**config.mk**
```make
export PLATFORM = sky130hd
export DESIGN_NAME = cpu_control_flat
export DESIGN_NICKNAME = d
export VERILOG_FILES = /design/src/logic/isa_pkg.sv /design/src/logic/mem_pkg.sv /design/src/logic/stack_if.sv /design/src/logic/cpu_control.sv /design/src/flat_wrapper.sv
export SDC_FILE = /design/constraint.sdc
export NUM_CORES = 1
export LEC_CHECK = 0
export BUFFER_PORTS_ARGS = -buffer_cell sky130_fd_sc_hd__clkbuf_2
export CORE_ASPECT_RATIO = 0.8
export CORE_MARGIN = 2
export CORE_UTILIZATION = 44
export CTS_CLUSTER_DIAMETER = 200
export DETAILED_ROUTE_END_ITERATION = 10
export GPL_TIMING_DRIVEN = 0
export PLACE_DENSITY = 0.95
export RECOVER_POWER = 50
export SYNTH_ARGS = -nofsm -noshare
export SYNTH_HDL_FRONTEND = slang
export SYNTH_SLANG_ARGS = --single-unit
```
**constraint.sdc**
```tcl
create_clock -name clk -period 9.5 [get_ports clk]
set_input_delay 1.9 -clock clk [delete_from_list [all_inputs] [get_ports clk]]
set_output_delay 1.9 -clock clk [all_outputs]
set_load 0.01 [all_outputs]
```
**src/logic/isa_pkg.sv**
```systemverilog
`default_nettype none

// Instruction set of the 18-bit stack machine
package isa_pkg;

   localparam int WORD_W    = 18;   // Data and instruction word
   localparam int IMM_W     = 12;   // Immediate and jump target
   localparam int FRAC_BITS = 8;    // 10.8 fixed point multiply

   // Field positions inside an instruction word
   localparam int OPC_MSB  = 15;
   localparam int OPC_LSB  = 12;
   localparam int FUNC_MSB = 4;    // ALU function at [4:0]
   localparam int PORT_MSB = 2;    // Port number at [2:0]

   typedef logic [WORD_W-1:0] word_t;
   typedef logic [IMM_W-1:0]  imm_t;

   typedef enum logic [3:0] {
      HALT  = 4'b0000,
      PUSHI = 4'b0001,
      PUSH  = 4'b0010,
      POP   = 4'b0011,
      JMP   = 4'b0100,
      JZ    = 4'b0101,
      JNZ   = 4'b0110,
      LD    = 4'b0111,
      ST    = 4'b1000,
      PPPC  = 4'b1001,   // Bit 0 picks PUSHPC or POPPC
      IN    = 4'b1101,
      OUT   = 4'b1110,
      OP    = 4'b1111
   } opcode_e;

   // Bit 4 clear means binary op on next and top
   typedef enum logic [4:0] {
      ADD = 5'd0,  SUB = 5'd1,  MUL = 5'd2,   SHL = 5'd3,
      SHR = 5'd4,  BAND = 5'd5, BOR = 5'd6,   BXOR = 5'd7,
      LAND = 5'd8, LOR = 5'd9,  EQ = 5'd10,   NE = 5'd11,
      GE = 5'd12,  LE = 5'd13,  GT = 5'd14,   LT = 5'd15,
      NEG = 5'd16, BNOT = 5'd17, LNOT = 5'd18,
      DUP      = 5'b10011,
      DROP     = 5'b10111,
      DROPNEXT = 5'b11011,
      OVER     = 5'b11111
   } alu_func_e;

   typedef enum logic [1:0] {
      IDLE_A = 2'b00,
      IDLE_B = 2'b01,   // Fetch of first word
      EXEC   = 2'b10
   } run_state_e;

endpackage

`default_nettype wire

```
**src/logic/mem_pkg.sv**
```systemverilog
`default_nettype none

// Storage sizes of the core
package mem_pkg;

   localparam int ADDR_W      = 12;
   localparam int RAM_WORDS   = 1 << ADDR_W;           // 4096 words
   localparam int STACK_DEPTH = 8;
   localparam int SP_W        = $clog2(STACK_DEPTH);
   localparam int N_PORTS     = 4;                     // In and out each
   localparam int PSEL_W      = $clog2(N_PORTS);

   typedef logic [ADDR_W-1:0] addr_t;
   typedef logic [SP_W-1:0]   sp_t;
   typedef logic [PSEL_W-1:0] port_sel_t;

endpackage

`default_nettype wire

```
**src/logic/stack_if.sv**
```systemverilog
`default_nettype none

// Decoder to data stack link
interface stack_if
   import isa_pkg::*;
();

   logic  push;    // New entry above top
   logic  pop;     // Drop one
   logic  pop2;    // Drop two, for ST
   logic  load;    // Write d to the new top
   logic  thru;    // RAM read lands on stack next cycle
   word_t d;
   word_t dthru;   // Registered RAM data port
   word_t qtop;
   word_t qnext;

   modport ctrl (output push, pop, pop2, load, thru, d, input qtop, qnext);

   modport stk (input push, pop, pop2, load, thru, d, dthru, output qtop, qnext);

endinterface

`default_nettype wire

```
**src/logic/cpu_control.sv**
```systemverilog
`default_nettype none

// Run sequencer, program counter and instruction decode
module cpu_control
   import isa_pkg::*;
   import mem_pkg::*;
(
   input  wire        clk,
   input  wire        reset,
   input  wire        run,
   output logic       busy,
   stack_if.ctrl      stk,
   input  wire word_t instr,
   input  wire word_t ram_q,
   input  wire word_t alu_s,
   input  wire word_t in_data,
   output alu_func_e  func,
   output addr_t      pc_next,
   output addr_t      abus,
   output word_t      dbus,
   output logic       ram_we,
   output logic       out_we,
   output port_sel_t  port_sel
);

   run_state_e state;
   addr_t      pc;
   opcode_e    opcode;
   imm_t       imm;
   logic       halt, pcinc, jump, poppc, pushpc;
   logic       ir2abus, qtop2abus, qnext2abus;   // Address source
   logic       ir2dbus, qtop2dbus, alu2dbus, in2dbus;

   assign opcode   = opcode_e'(instr[OPC_MSB:OPC_LSB]);
   assign imm      = instr[IMM_W-1:0];
   assign func     = alu_func_e'(instr[FUNC_MSB:0]);
   assign port_sel = port_sel_t'(instr[PORT_MSB:0]);
   assign busy     = (state != IDLE_A);

   ////////////////////
   // Run sequencer
   always_ff @(posedge clk or negedge reset)
   begin
      if (!reset)
         state <= IDLE_A;
      else
         case (state)
            IDLE_A:  if (run) state <= IDLE_B;
            IDLE_B:  state <= EXEC;        // First word fetched here
            EXEC:    if (halt) state <= IDLE_A;
            default: state <= IDLE_A;
         endcase
   end

   ////////////////////
   // Program counter
   always_comb
   begin
      if (pcinc)
         pc_next = pc + addr_t'(1);
      else if (jump)
         pc_next = imm;
      else if (poppc)
         pc_next = stk.qtop[ADDR_W-1:0];   // Return address
      else
         pc_next = pc;                     // Idle fetch holds the start word
   end

   always_ff @(posedge clk or negedge reset)
   begin
      if (!reset)
         pc <= '0;
      else if (pcinc || jump || poppc)
         pc <= pc_next;
   end

   ////////////////////
   // Decode
   always_comb
   begin
      halt       = 1'b0;
      pcinc      = 1'b0;
      jump       = 1'b0;
      poppc      = 1'b0;
      pushpc     = 1'b0;
      ir2abus    = 1'b0;
      qtop2abus  = 1'b0;
      qnext2abus = 1'b0;
      ir2dbus    = 1'b0;
      qtop2dbus  = 1'b0;
      alu2dbus   = 1'b0;
      in2dbus    = 1'b0;
      ram_we     = 1'b0;
      out_we     = 1'b0;
      stk.push   = 1'b0;
      stk.pop    = 1'b0;
      stk.pop2   = 1'b0;
      stk.load   = 1'b0;
      stk.thru   = 1'b0;
      if (state == EXEC)
         case (opcode)
            HALT: halt = 1'b1;
            PUSHI:
            begin
               ir2dbus  = 1'b1;
               stk.load = 1'b1;
               stk.push = 1'b1;
               pcinc    = 1'b1;
            end
            PUSH:
            begin
               ir2abus  = 1'b1;
               stk.push = 1'b1;
               stk.thru = 1'b1;   // Word arrives next cycle
               pcinc    = 1'b1;
            end
            POP:
            begin
               ir2abus   = 1'b1;
               qtop2dbus = 1'b1;
               ram_we    = 1'b1;
               stk.pop   = 1'b1;
               pcinc     = 1'b1;
            end
            JMP: jump = 1'b1;
            JZ, JNZ:
            begin
               if ((stk.qtop == '0) == (opcode == JZ))
                  jump = 1'b1;
               else
                  pcinc = 1'b1;
               stk.pop = 1'b1;    // Condition always consumed
            end
            LD:
            begin
               qtop2abus = 1'b1;
               stk.thru  = 1'b1;
               pcinc     = 1'b1;
            end
            ST:
            begin
               qnext2abus = 1'b1;   // Address under the data
               qtop2dbus  = 1'b1;
               ram_we     = 1'b1;
               stk.pop2   = 1'b1;
               pcinc      = 1'b1;
            end
            PPPC:
               if (!instr[0])
               begin
                  pushpc   = 1'b1;
                  stk.load = 1'b1;
                  stk.push = 1'b1;
                  pcinc    = 1'b1;
               end
               else
               begin
                  poppc   = 1'b1;
                  stk.pop = 1'b1;
               end
            IN:
            begin
               in2dbus  = 1'b1;
               stk.load = 1'b1;
               stk.push = 1'b1;
               pcinc    = 1'b1;
            end
            OUT:
            begin
               qtop2dbus = 1'b1;
               out_we    = 1'b1;
               stk.pop   = 1'b1;
               pcinc     = 1'b1;
            end
            OP:
            begin
               alu2dbus = 1'b1;
               stk.load = 1'b1;
               pcinc    = 1'b1;
               if (!instr[FUNC_MSB])
                  stk.pop = 1'b1;   // Binary ops
               case (func)
                  DUP, OVER:      stk.push = 1'b1;
                  DROP, DROPNEXT: stk.pop = 1'b1;
                  default: ;
               endcase
            end
            default: pcinc = 1'b1;   // Spare codes skip
         endcase
   end

   ////////////////////
   // Bus selection
   always_comb
   begin
      if (ir2abus)
         abus = imm;
      else if (qtop2abus)
         abus = stk.qtop[ADDR_W-1:0];
      else if (qnext2abus)
         abus = stk.qnext[ADDR_W-1:0];
      else
         abus = '0;
   end

   always_comb
   begin
      if (ir2dbus)
         dbus = {{(WORD_W-IMM_W){imm[IMM_W-1]}}, imm};   // Sign extended
      else if (qtop2dbus)
         dbus = stk.qtop;
      else if (alu2dbus)
         dbus = alu_s;
      else if (in2dbus)
         dbus = in_data;
      else if (pushpc)
         dbus = word_t'(pc_next);
      else
         dbus = '0;
   end

   assign stk.d = dbus;

   // Fetched words are never uninitialised while running
   a_opcode_known: assert property (@(posedge clk) disable iff (!reset)
      (state == EXEC) |-> !$isunknown(instr[OPC_MSB:OPC_LSB]));

endmodule

`default_nettype wire

```
**src/flat_wrapper.sv**
```systemverilog
// flat-port wrapper written by rule: the top's interface ports become plain ports
module cpu_control_flat import isa_pkg::*; import mem_pkg::*;
  (clk, reset, run, busy, instr, ram_q, alu_s, in_data, func, pc_next, abus, dbus, ram_we, out_we, port_sel, stk_push, stk_pop, stk_pop2, stk_load, stk_thru, stk_d, stk_qtop, stk_qnext);
  stack_if stk_i ();
  input  wire clk;
  input  wire reset;
  input  wire run;
  output logic busy;
  input  wire word_t instr;
  input  wire word_t ram_q;
  input  wire word_t alu_s;
  input  wire word_t in_data;
  output alu_func_e func;
  output addr_t pc_next;
  output addr_t abus;
  output word_t dbus;
  output logic ram_we;
  output logic out_we;
  output port_sel_t port_sel;
  output wire logic [$bits(stk_i.push)-1:0] stk_push;
  output wire logic [$bits(stk_i.pop)-1:0] stk_pop;
  output wire logic [$bits(stk_i.pop2)-1:0] stk_pop2;
  output wire logic [$bits(stk_i.load)-1:0] stk_load;
  output wire logic [$bits(stk_i.thru)-1:0] stk_thru;
  output wire logic [$bits(stk_i.d)-1:0] stk_d;
  input wire logic [$bits(stk_i.qtop)-1:0] stk_qtop;
  input wire logic [$bits(stk_i.qnext)-1:0] stk_qnext;
  assign stk_push = stk_i.push;
  assign stk_pop = stk_i.pop;
  assign stk_pop2 = stk_i.pop2;
  assign stk_load = stk_i.load;
  assign stk_thru = stk_i.thru;
  assign stk_d = stk_i.d;
  assign stk_i.qtop = stk_qtop;
  assign stk_i.qnext = stk_qnext;
  cpu_control u_core (.clk(clk), .reset(reset), .run(run), .busy(busy), .stk(stk_i), .instr(instr), .ram_q(ram_q), .alu_s(alu_s), .in_data(in_data), .func(func), .pc_next(pc_next), .abus(abus), .dbus(dbus), .ram_we(ram_we), .out_we(out_we), .port_sel(port_sel));
endmodule
```
# Word level (Yosys, flattened, before mapping)

Cells that the tools add are included.

Output and inout port bits: 75
Flip-flop bits (word level): 14
Input bits: 111
Word-level logic and storage cells: 99

Eq/ne operators: 21
$add $sub $neg: 1
Muxes and demuxes: 57
Reduce and logical (&&, ||, !) cells: 18

Operators by type and width:

| cell                                                   | count |
|---|---|
| two-way mux 12 bit                                     | 7 |
| two-way mux 18 bit                                     | 4 |
| two-way mux 1 bit                                      | 38 |
| == test 4 bit (second input constant)                  | 5 |
| == test 5 bit (second input constant)                  | 4 |
| zero test 18 bit                                       | 1 |
| == test 4 x 3 -> 1 bit (second input constant)         | 4 |
| OR reduction 2 bit                                     | 7 |
| adder 12 x 1 -> 12 bit (second input constant)         | 1 |
| case mux 1 bit (3 select lines)                        | 3 |
| OR reduction 3 bit                                     | 3 |
| == test 4 x 2 -> 1 bit (second input constant)         | 2 |
| case mux 2 bit (3 select lines)                        | 1 |
| == test 4 x 1 -> 1 bit (second input constant)         | 1 |
| zero test 4 bit                                        | 1 |
| two-way mux 2 bit                                      | 2 |
| case mux 1 bit (2 select lines)                        | 2 |
| OR reduction 4 bit                                     | 1 |
| == test 2 x 1 -> 1 bit (second input constant)         | 1 |
| == test 2 bit (second input constant)                  | 1 |
| zero test 2 bit                                        | 1 |
| logical OR 1 bit                                       | 2 |
| inequality test 2 x 1 -> 1 bit (second input constant) | 1 |
| inequality test 2 bit (second input constant)          | 1 |
| 3 further kinds                                        | 3 |

# Logic depth before layout (Yosys ltp)

Gate-level depths: netlist (run 1).

Word-level depth: 12
Mapped depth: 10
Gate-level depth less buffers: 6

# Worst setup path before layout (run 1)

Ideal clock, no wire load.

Path type: input -> output
Start: input port stk_qtop[11]
End: output port pc_next[0]
Buffers on the path: 0
Required time: 7600 ps
Arrival: 3976 ps
Stages: 5
Path slack: 3624 ps
Cell sequence: or4_1 -> or4_4 -> a31oi_4 -> o21bai_2 -> a2111oi_0

Word-level cells in the longest chain between the ends: 7
Elaborated cells on any way between the ends: 10
Classes of those cells: eq/ne: 1; mux: 8; reduce/logical: 1

Ends and longest elaborated chain:

| item                            | line               | RTL |
|---|---|---|
| from (decl)                     | flat_wrapper.sv:26 | `input wire logic [$bits(stk_i.qtop)-1:0] stk_qtop;` |
| zero test 18 bit *              | cpu_control.sv:128 | `if ((stk.qtop == '0) == (opcode == JZ))` |
| == test 1 bit *                 | cpu_control.sv:128 |  |
| two-way mux 1 bit               | cpu_control.sv:128 |  |
| case mux 1 bit (2 select lines) | cpu_control.sv:101 | `case (opcode)` |
| two-way mux 1 bit               | cpu_control.sv:100 | `if (state == EXEC)` |
| two-way mux 12 bit              | cpu_control.sv:61  | `else if (jump)` |
| two-way mux 12 bit *            | cpu_control.sv:59  | `if (pcinc)` |
| to (decl)                       | flat_wrapper.sv:14 | `output addr_t pc_next;` |

Every way passes the cells marked *; elsewhere a longest branch is shown, timed or not.

# Final worst setup path (run 1)

Start: input port stk_qtop[11]
End: output port pc_next[2]

The elaborated chain is that of the path after synthesis.

==> results of run 1 <==
-- kinds of logic after synthesis --
| group | count (synthesis) |
|---|---|
| buffers and inverters | 68 |
| adder cells (fa/ha/maj) | 2 |
| AO/OA/AOI/OAI | 71 |
| flip-flops | 14 |
| AND/OR/NAND/NOR | 108 |
| XOR/XNOR | 12 |
| multiplexers | 43 |
-- worst max-delay path by stage --
stage | end | slack [ns]
CTS | stk_d[8] | 2.93
detailed placement | stk_d[8] | 2.93
floorplan | pc_next[0] | 3.62
global placement | stk_d[8] | 2.96
global route | pc_next[2] | 1.95
finish | pc_next[2] | 2.03
-- layout make-up --
type | instances | area share [%]
clock buffers | 3 | 1.28
well taps | 62 | 2.41
multi-input cells | 236 | 51.0
inverters | 19 | 2.21
flip-flops and latches | 14 | 10.9
repair buffers | 157 | 23.4
plain buffers | 49 | 8.78
-- sequential cells by signal (all words and copies together), names as in the netlist --
name and cells:
u_core.state 2, u_core.pc 12
-- power by group through the flow --
| stage | sequential [W] | clock, W | combinational (W) |
|---|---|---|---|
| 6_report | 0.000118 | 0.0000508 | 0.000418 |
| 5_1_grt | 0.000121 | 0.0000547 | 0.000448 |
| 4_1_cts | 0.000116 | 0.0000501 | 0.000419 |
| 3_5_place_dp | 0.000117 | 0 | 0.000418 |
| 3_3_place_gp | 0.000114 | 0 | 0.000405 |
| 2_1_floorplan | 0.000110 | 0 | 0.000275 |
-- critical path: cells and delay by family --
family	cells	cell delay [ns]
and+or+nand+nor	2	1.07
muxes	1	0.28
AOI/OAI and AO/OA	1	0.81
buffers and inverters	4	1.52
-- routing by layer --
metal	vias to the layer above	GRT usage (%)	wire length [um]
met2	242	51.6	4490
met5	-	0	0
met4	0	7.81	178
li1	1508	-	-
met1	1511	41.9	4030
met3	21	3.93	1070
-- stage by stage --
step / instance area [um^2] / hold slack (ns) / util, %
after floorplan: 2380 / 0.464 / -
final: 3220 / 0.545 / 62.9
after global routing: 3220 / 0.597 / 62.9
after CTS: 3280 / 0.539 / 64.1
after detailed placement: 3240 / 0.531 / 63.3
after global placement: 3240 / 0.488 / 63.3
-- cells in the final DEF, fill, tap and decap left out, types with 2 or more instances in the layout --
master       n
or4_1        2
nand2b_1     5
buf_4       25
a2111oi_0    2
a222oi_1    22
clkbuf_1    46
inv_1       19
or2_2        2
mux2_2      11
nand4_1      9
nor2_1      12
nor2b_1      2
o22ai_1      2
a21oi_1     13
a21o_1       3
a221o_1      2
and3_1       9
nand3_1      9
dfrtp_1     14
clkbuf_2   132
nor4_1      10
nor3_1      10
a211oi_1     3
o21ai_0     13
nand2_1     35
clkbuf_8     3
xor2_1       5
xnor2_1      7
a31oi_1      4
mux2i_1     31
==> results.yml, run 1 <==
critical_path:
  crit_chain: "clkbuf_1, or4_1, or4_1, a31oi_1, clkbuf_1, clkbuf_1, mux2i_1, clkbuf_2"
  cp-end-kind: "primary output"
  crit_type: "input pin to primary output"
  worstReg2RegStart: "u_core.state[0]$_DFFE_PN0P_"
  startpoint_type: "input pin"
  crit_top_cell: "clkbuf_1"
  required_ns: 7.60
  critPathMaxStageDelay_ns: 0.81
  worstReg2RegEnd: "u_core.pc[7]$_DFFE_PN0P_"
  worstPathArrival_ns: 5.57
  slowest_stage: "a31oi_1"
  rrSetupSlack_ns: 6.29
  ff2ff_path_depth: 6
  cp-startpoint: "stk_qtop[11]"
  crit_path_max_fanout: 10
floorplan:
  die_h_um: 69.8
  dieArea_um2: 6020
  die_w_um: 86.2
  ioPinCount: 186
  core_area_um2: 5120
  rows: 23
  initial_core_util_pct: 46.5
finish:
  syn_to_final_growth_pct: 35.4
  stdcell_count: 540
  seq_area_um2: 350
  drive_above_1_share_pct: 36.8
  final_net_count: 592
  multi_input_area_um2: 1640
  fill_cells: 493
  antenna_cells: 0
pwr:
  pwr-share-comb_pct: 71.2
  p_leak_nw: 1.60
  p_sw_share_pct: 49.7
  power.switching_w: 0.000292
  intPower_w: 0.000295
  vdd_drop_max_uv: 106
  power.density_nw_per_um2: 182
  p_clk_share_pct: 8.7
  seq_power_share_pct: 20.1
  power_w: 0.000587
synth:
  synth_top_family_by_area: "compound AO/OA/AOI/OAI gates"
  synth_top_area_share_pct: 14.7
  yosys.area.top_type: "dfrtp_1"
  yosys-mux-area-fraction_pct: 18.7
  yosysUniqueCellTypes: 45
  synth_seq_cells: 14
  ys_top_cells_by_count: "nand2_1, mux2i_1, buf_4"
  synth_area_um2: 2380
  synth_simple_gate_area_share_pct: 22.8
  syn_area_per_cell_um2: 7.48
  synth_edf_count: 0
  ys_async_sr_fraction_pct: 100
  synth_area_leaders: "dfrtp_1, mux2i_1, a222oi_1"
  synth-seq-area-share_pct: 14.7
  synth-compound-area-share_pct: 23.0
  synthAdderAreaFrac_pct: 0.946
  synth_top_flop_cell: "dfrtp_1"
  synthXorXnorAreaFrac_pct: 4.42
  synth.most_common_cell: "nand2_1"
  synth_fp_nets: 430
  yosysWarnings: 0
  syn_inst: 318
flow_run:
  maxCapViolations: 0
hold_path:
  hold_class: "flip-flop to flip-flop"
  hold_start: "u_core.state[1]$_DFFE_PN0P_"
  hold_path_end: "u_core.state[1]$_DFFE_PN0P_"
  min_path_cells: 1
cts:
  clkLatencyLatePin_ns: 0.25
  cts_tree: "yes"
  cts_max_path_buffers: 2
  cts_htree_levels: 1
  post_cts_buffers: 0
  cts-root-buf: "clkbuf_8"
  cts_made_buffers: 3
  holdBufCountCts: 0
  cts.sinks: 14
  clkTransAtPathRegs_ns: 0.06
  ctsResizeCount: 0
global_route:
  globalRouteOverflowTotal: 0
  grt_pass1_vias: 3062
  grt_max_degree: 15
  grt_first_pass_wirelength_um: 14900
  antenna_found_initial: 0
  track_usage_pct: 30.9
routing:
  firstDrtPassIters: 5
  wire_per_inst_um: 18.1
  drtAntennaViolNets: 0
  wl_um: 9770
  vias: 3282
  drt_iter0_drc: 352
  vias_per_cell: 6.08
  drc_errors: 0
sta:
  period_needed_ns: 7.47
  final.period_utilization_pct: 78.6
  finalSetupTns_ns: 0
  drv_slew: 0
  hold_violations: 0
  clock_skew_ns: 0.00164
  rsz0062_at_grt: "false"
  finalSetupViolCount: 0
  tightestPinTransition_ns: 1.38
  max_slew_margin_pct: 7.03
  setup_ws_ns: 2.03
  clock.fmax_mhz: 134
placement:
  dp_hpwl_um: 7840
  pre_cts_ws_ns: 2.93
  dp.cells: 537
  portBuffers: 157
  routabilityCongestion: 0.921
outcome:
  status: "finished clean"
Power figures use the tool's default switching activity.
==> run 2: changes to the inputs <==
- CORE_UTILIZATION: 44 -> 41
- PLACE_DENSITY: 0.95 -> 0.94
- clock period: 9.5 -> 7.6 ns (I/O delays scaled with it)
==> results.yml, run 2 (same netlist as run 1, synthesis figures left out) <==
finish:
  final_common_cell: "clkbuf_2"
  drive_above_1_share_pct: 37.4
  largest_reg_flops: 12
  antenna_cells: 0
  postLayoutCellArea_um2: 3250
  largest_registers: "u_core.pc: 12 flops, u_core.state: 2 flops"
  syn_to_final_growth_pct: 36.4
  top_register: "u_core.pc"
  final_cell_mix: "clkbuf_2, clkbuf_1, nand2_1, mux2i_1, buf_4"
  final_net_count: 592
  fin_util_pct: 58.8
cts:
  cts.sinks: 14
  cts_htree_levels: 1
  cts_tree: "yes"
  cts_max_path_buffers: 2
  post_cts_buffers: 0
  clkTransAtPathRegs_ns: 0.06
  holdBufCountCts: 0
  ctsResizeCount: 0
  cts-root-buf: "clkbuf_8"
  clkLatencyLatePin_ns: 0.25
  cts_made_buffers: 3
global_route:
  grt_max_degree: 15
  track_usage_pct: 29.5
  grt_pass1_vias: 3029
  globalRouteOverflowTotal: 0
  antenna_found_initial: 0
  grt_first_pass_wirelength_um: 14800
routing:
  wire_per_inst_um: 17.9
  drt_iter0_drc: 457
  vias: 3307
  drc_errors: 0
  wl_um: 9960
  firstDrtPassIters: 6
  drtAntennaViolNets: 0
  vias_per_cell: 5.95
critical_path:
  cp-startpoint: "stk_qtop[16]"
  required_ns: 6.08
  worstPathArrival_ns: 4.97
  crit_end: "stk_d[0]"
  crit_type: "input pin to primary output"
  cp-end-kind: "primary output"
  ff2ff_path_depth: 6
  crit_path_max_fanout: 10
  worstReg2RegEnd: "u_core.pc[10]$_DFFE_PN0P_"
  startpoint_type: "input pin"
  rrSetupSlack_ns: 4.68
  worstReg2RegStart: "u_core.state[0]$_DFFE_PN0P_"
outcome:
  status: "finished clean"
pwr:
  power_w: 0.000729
  p_leak_nw: 1.60
  power.density_nw_per_um2: 225
  vdd_drop_max_uv: 205
placement:
  dp_hpwl_um: 7890
  place_area_um2: 3260
  portBuffers: 157
  routabilityCongestion: 0.953
sta:
  drv_slew: 0
  clock_skew_ns: 0.00320
  finalSetupViolCount: 0
  clock.fmax_mhz: 154
  rsz0062_at_grt: "false"
  finalSetupTns_ns: 0
  max_slew_margin_pct: 11.0
  final.period_utilization_pct: 85.4
  period_needed_ns: 6.49
  hold_violations: 0
  tightestPinTransition_ns: 1.32
floorplan:
  ioPinCount: 186
  core_area_um2: 5530
  die_h_um: 72.1
  die_w_um: 89.2
  rows: 24
  dieArea_um2: 6430
  initial_core_util_pct: 43.1
flow_run:
  maxCapViolations: 0
hold_path:
  hold_class: "flip-flop to flip-flop"
[run 2: changes by cell type in the layout (fill, tap and decap cells not counted), sizes merged]
cell    change
clkbuf      -2
buf         +2
[run 2: critical path, cell delays in order]
cell	delay (ns)
clkbuf_1	0.09
nor4_1	0.52
nand4_1	0.15
or4_1	0.46
a31oi_1	0.89
clkbuf_1	0.56
nand2_1	0.15
a221o_1	0.37
buf_4	0.14
clkbuf_2	0.12
[run 2: where the power goes]
group          internal, W  switching [W]   total, W
registers         0.000110      0.0000352   0.000145
logic             0.000226       0.000295   0.000521
clock network    0.0000352      0.0000287  0.0000639
[run 2: routing by layer]
| layer | track usage (%) | wire, um |
|---|---|---|
| met5 | 0 | 0 |
| met4 | 8.62 | 199 |
| met3 | 6.60 | 1220 |
| met2 | 48.7 | 4670 |
| met1 | 38.6 | 3880 |
[run 2: stage by stage]
stage | instances | worst slack (ns) | hold slack [ns]
CTS | 556 | 1.85 | 0.515
global route | 556 | 1.03 | 0.542
finish | 556 | 1.11 | 0.518
global placement | 553 | 1.93 | 0.488
floorplan | 318 | 2.48 | 0.464
detailed placement | 553 | 1.87 | 0.508
[run 2: area by class of cell]
type	instances	area [um^2]
flip-flops and latches	14	350
fillers	563	2280
inverters	19	71.3
multi-input cells	236	1640
plain buffers	49	288
clock buffers	3	41.3
repair buffers	157	754
well taps	78	97.6
[run 2: worst min path at each step]
| stage | startpoint | endpoint | cells past startpoint |
|---|---|---|---|
| after floorplan | u_core.state[1]$_DFFE_PN0P_ | u_core.state[1]$_DFFE_PN0P_ | 1 |
| after global placement | u_core.state[1]$_DFFE_PN0P_ | u_core.state[1]$_DFFE_PN0P_ | 1 |
| after detailed placement | u_core.state[1]$_DFFE_PN0P_ | u_core.state[1]$_DFFE_PN0P_ | 1 |
| after CTS | u_core.state[1]$_DFFE_PN0P_ | u_core.state[1]$_DFFE_PN0P_ | 1 |
| after global routing | u_core.state[1]$_DFFE_PN0P_ | u_core.state[1]$_DFFE_PN0P_ | 1 |
| final | u_core.state[1]$_DFFE_PN0P_ | u_core.state[1]$_DFFE_PN0P_ | 1 |
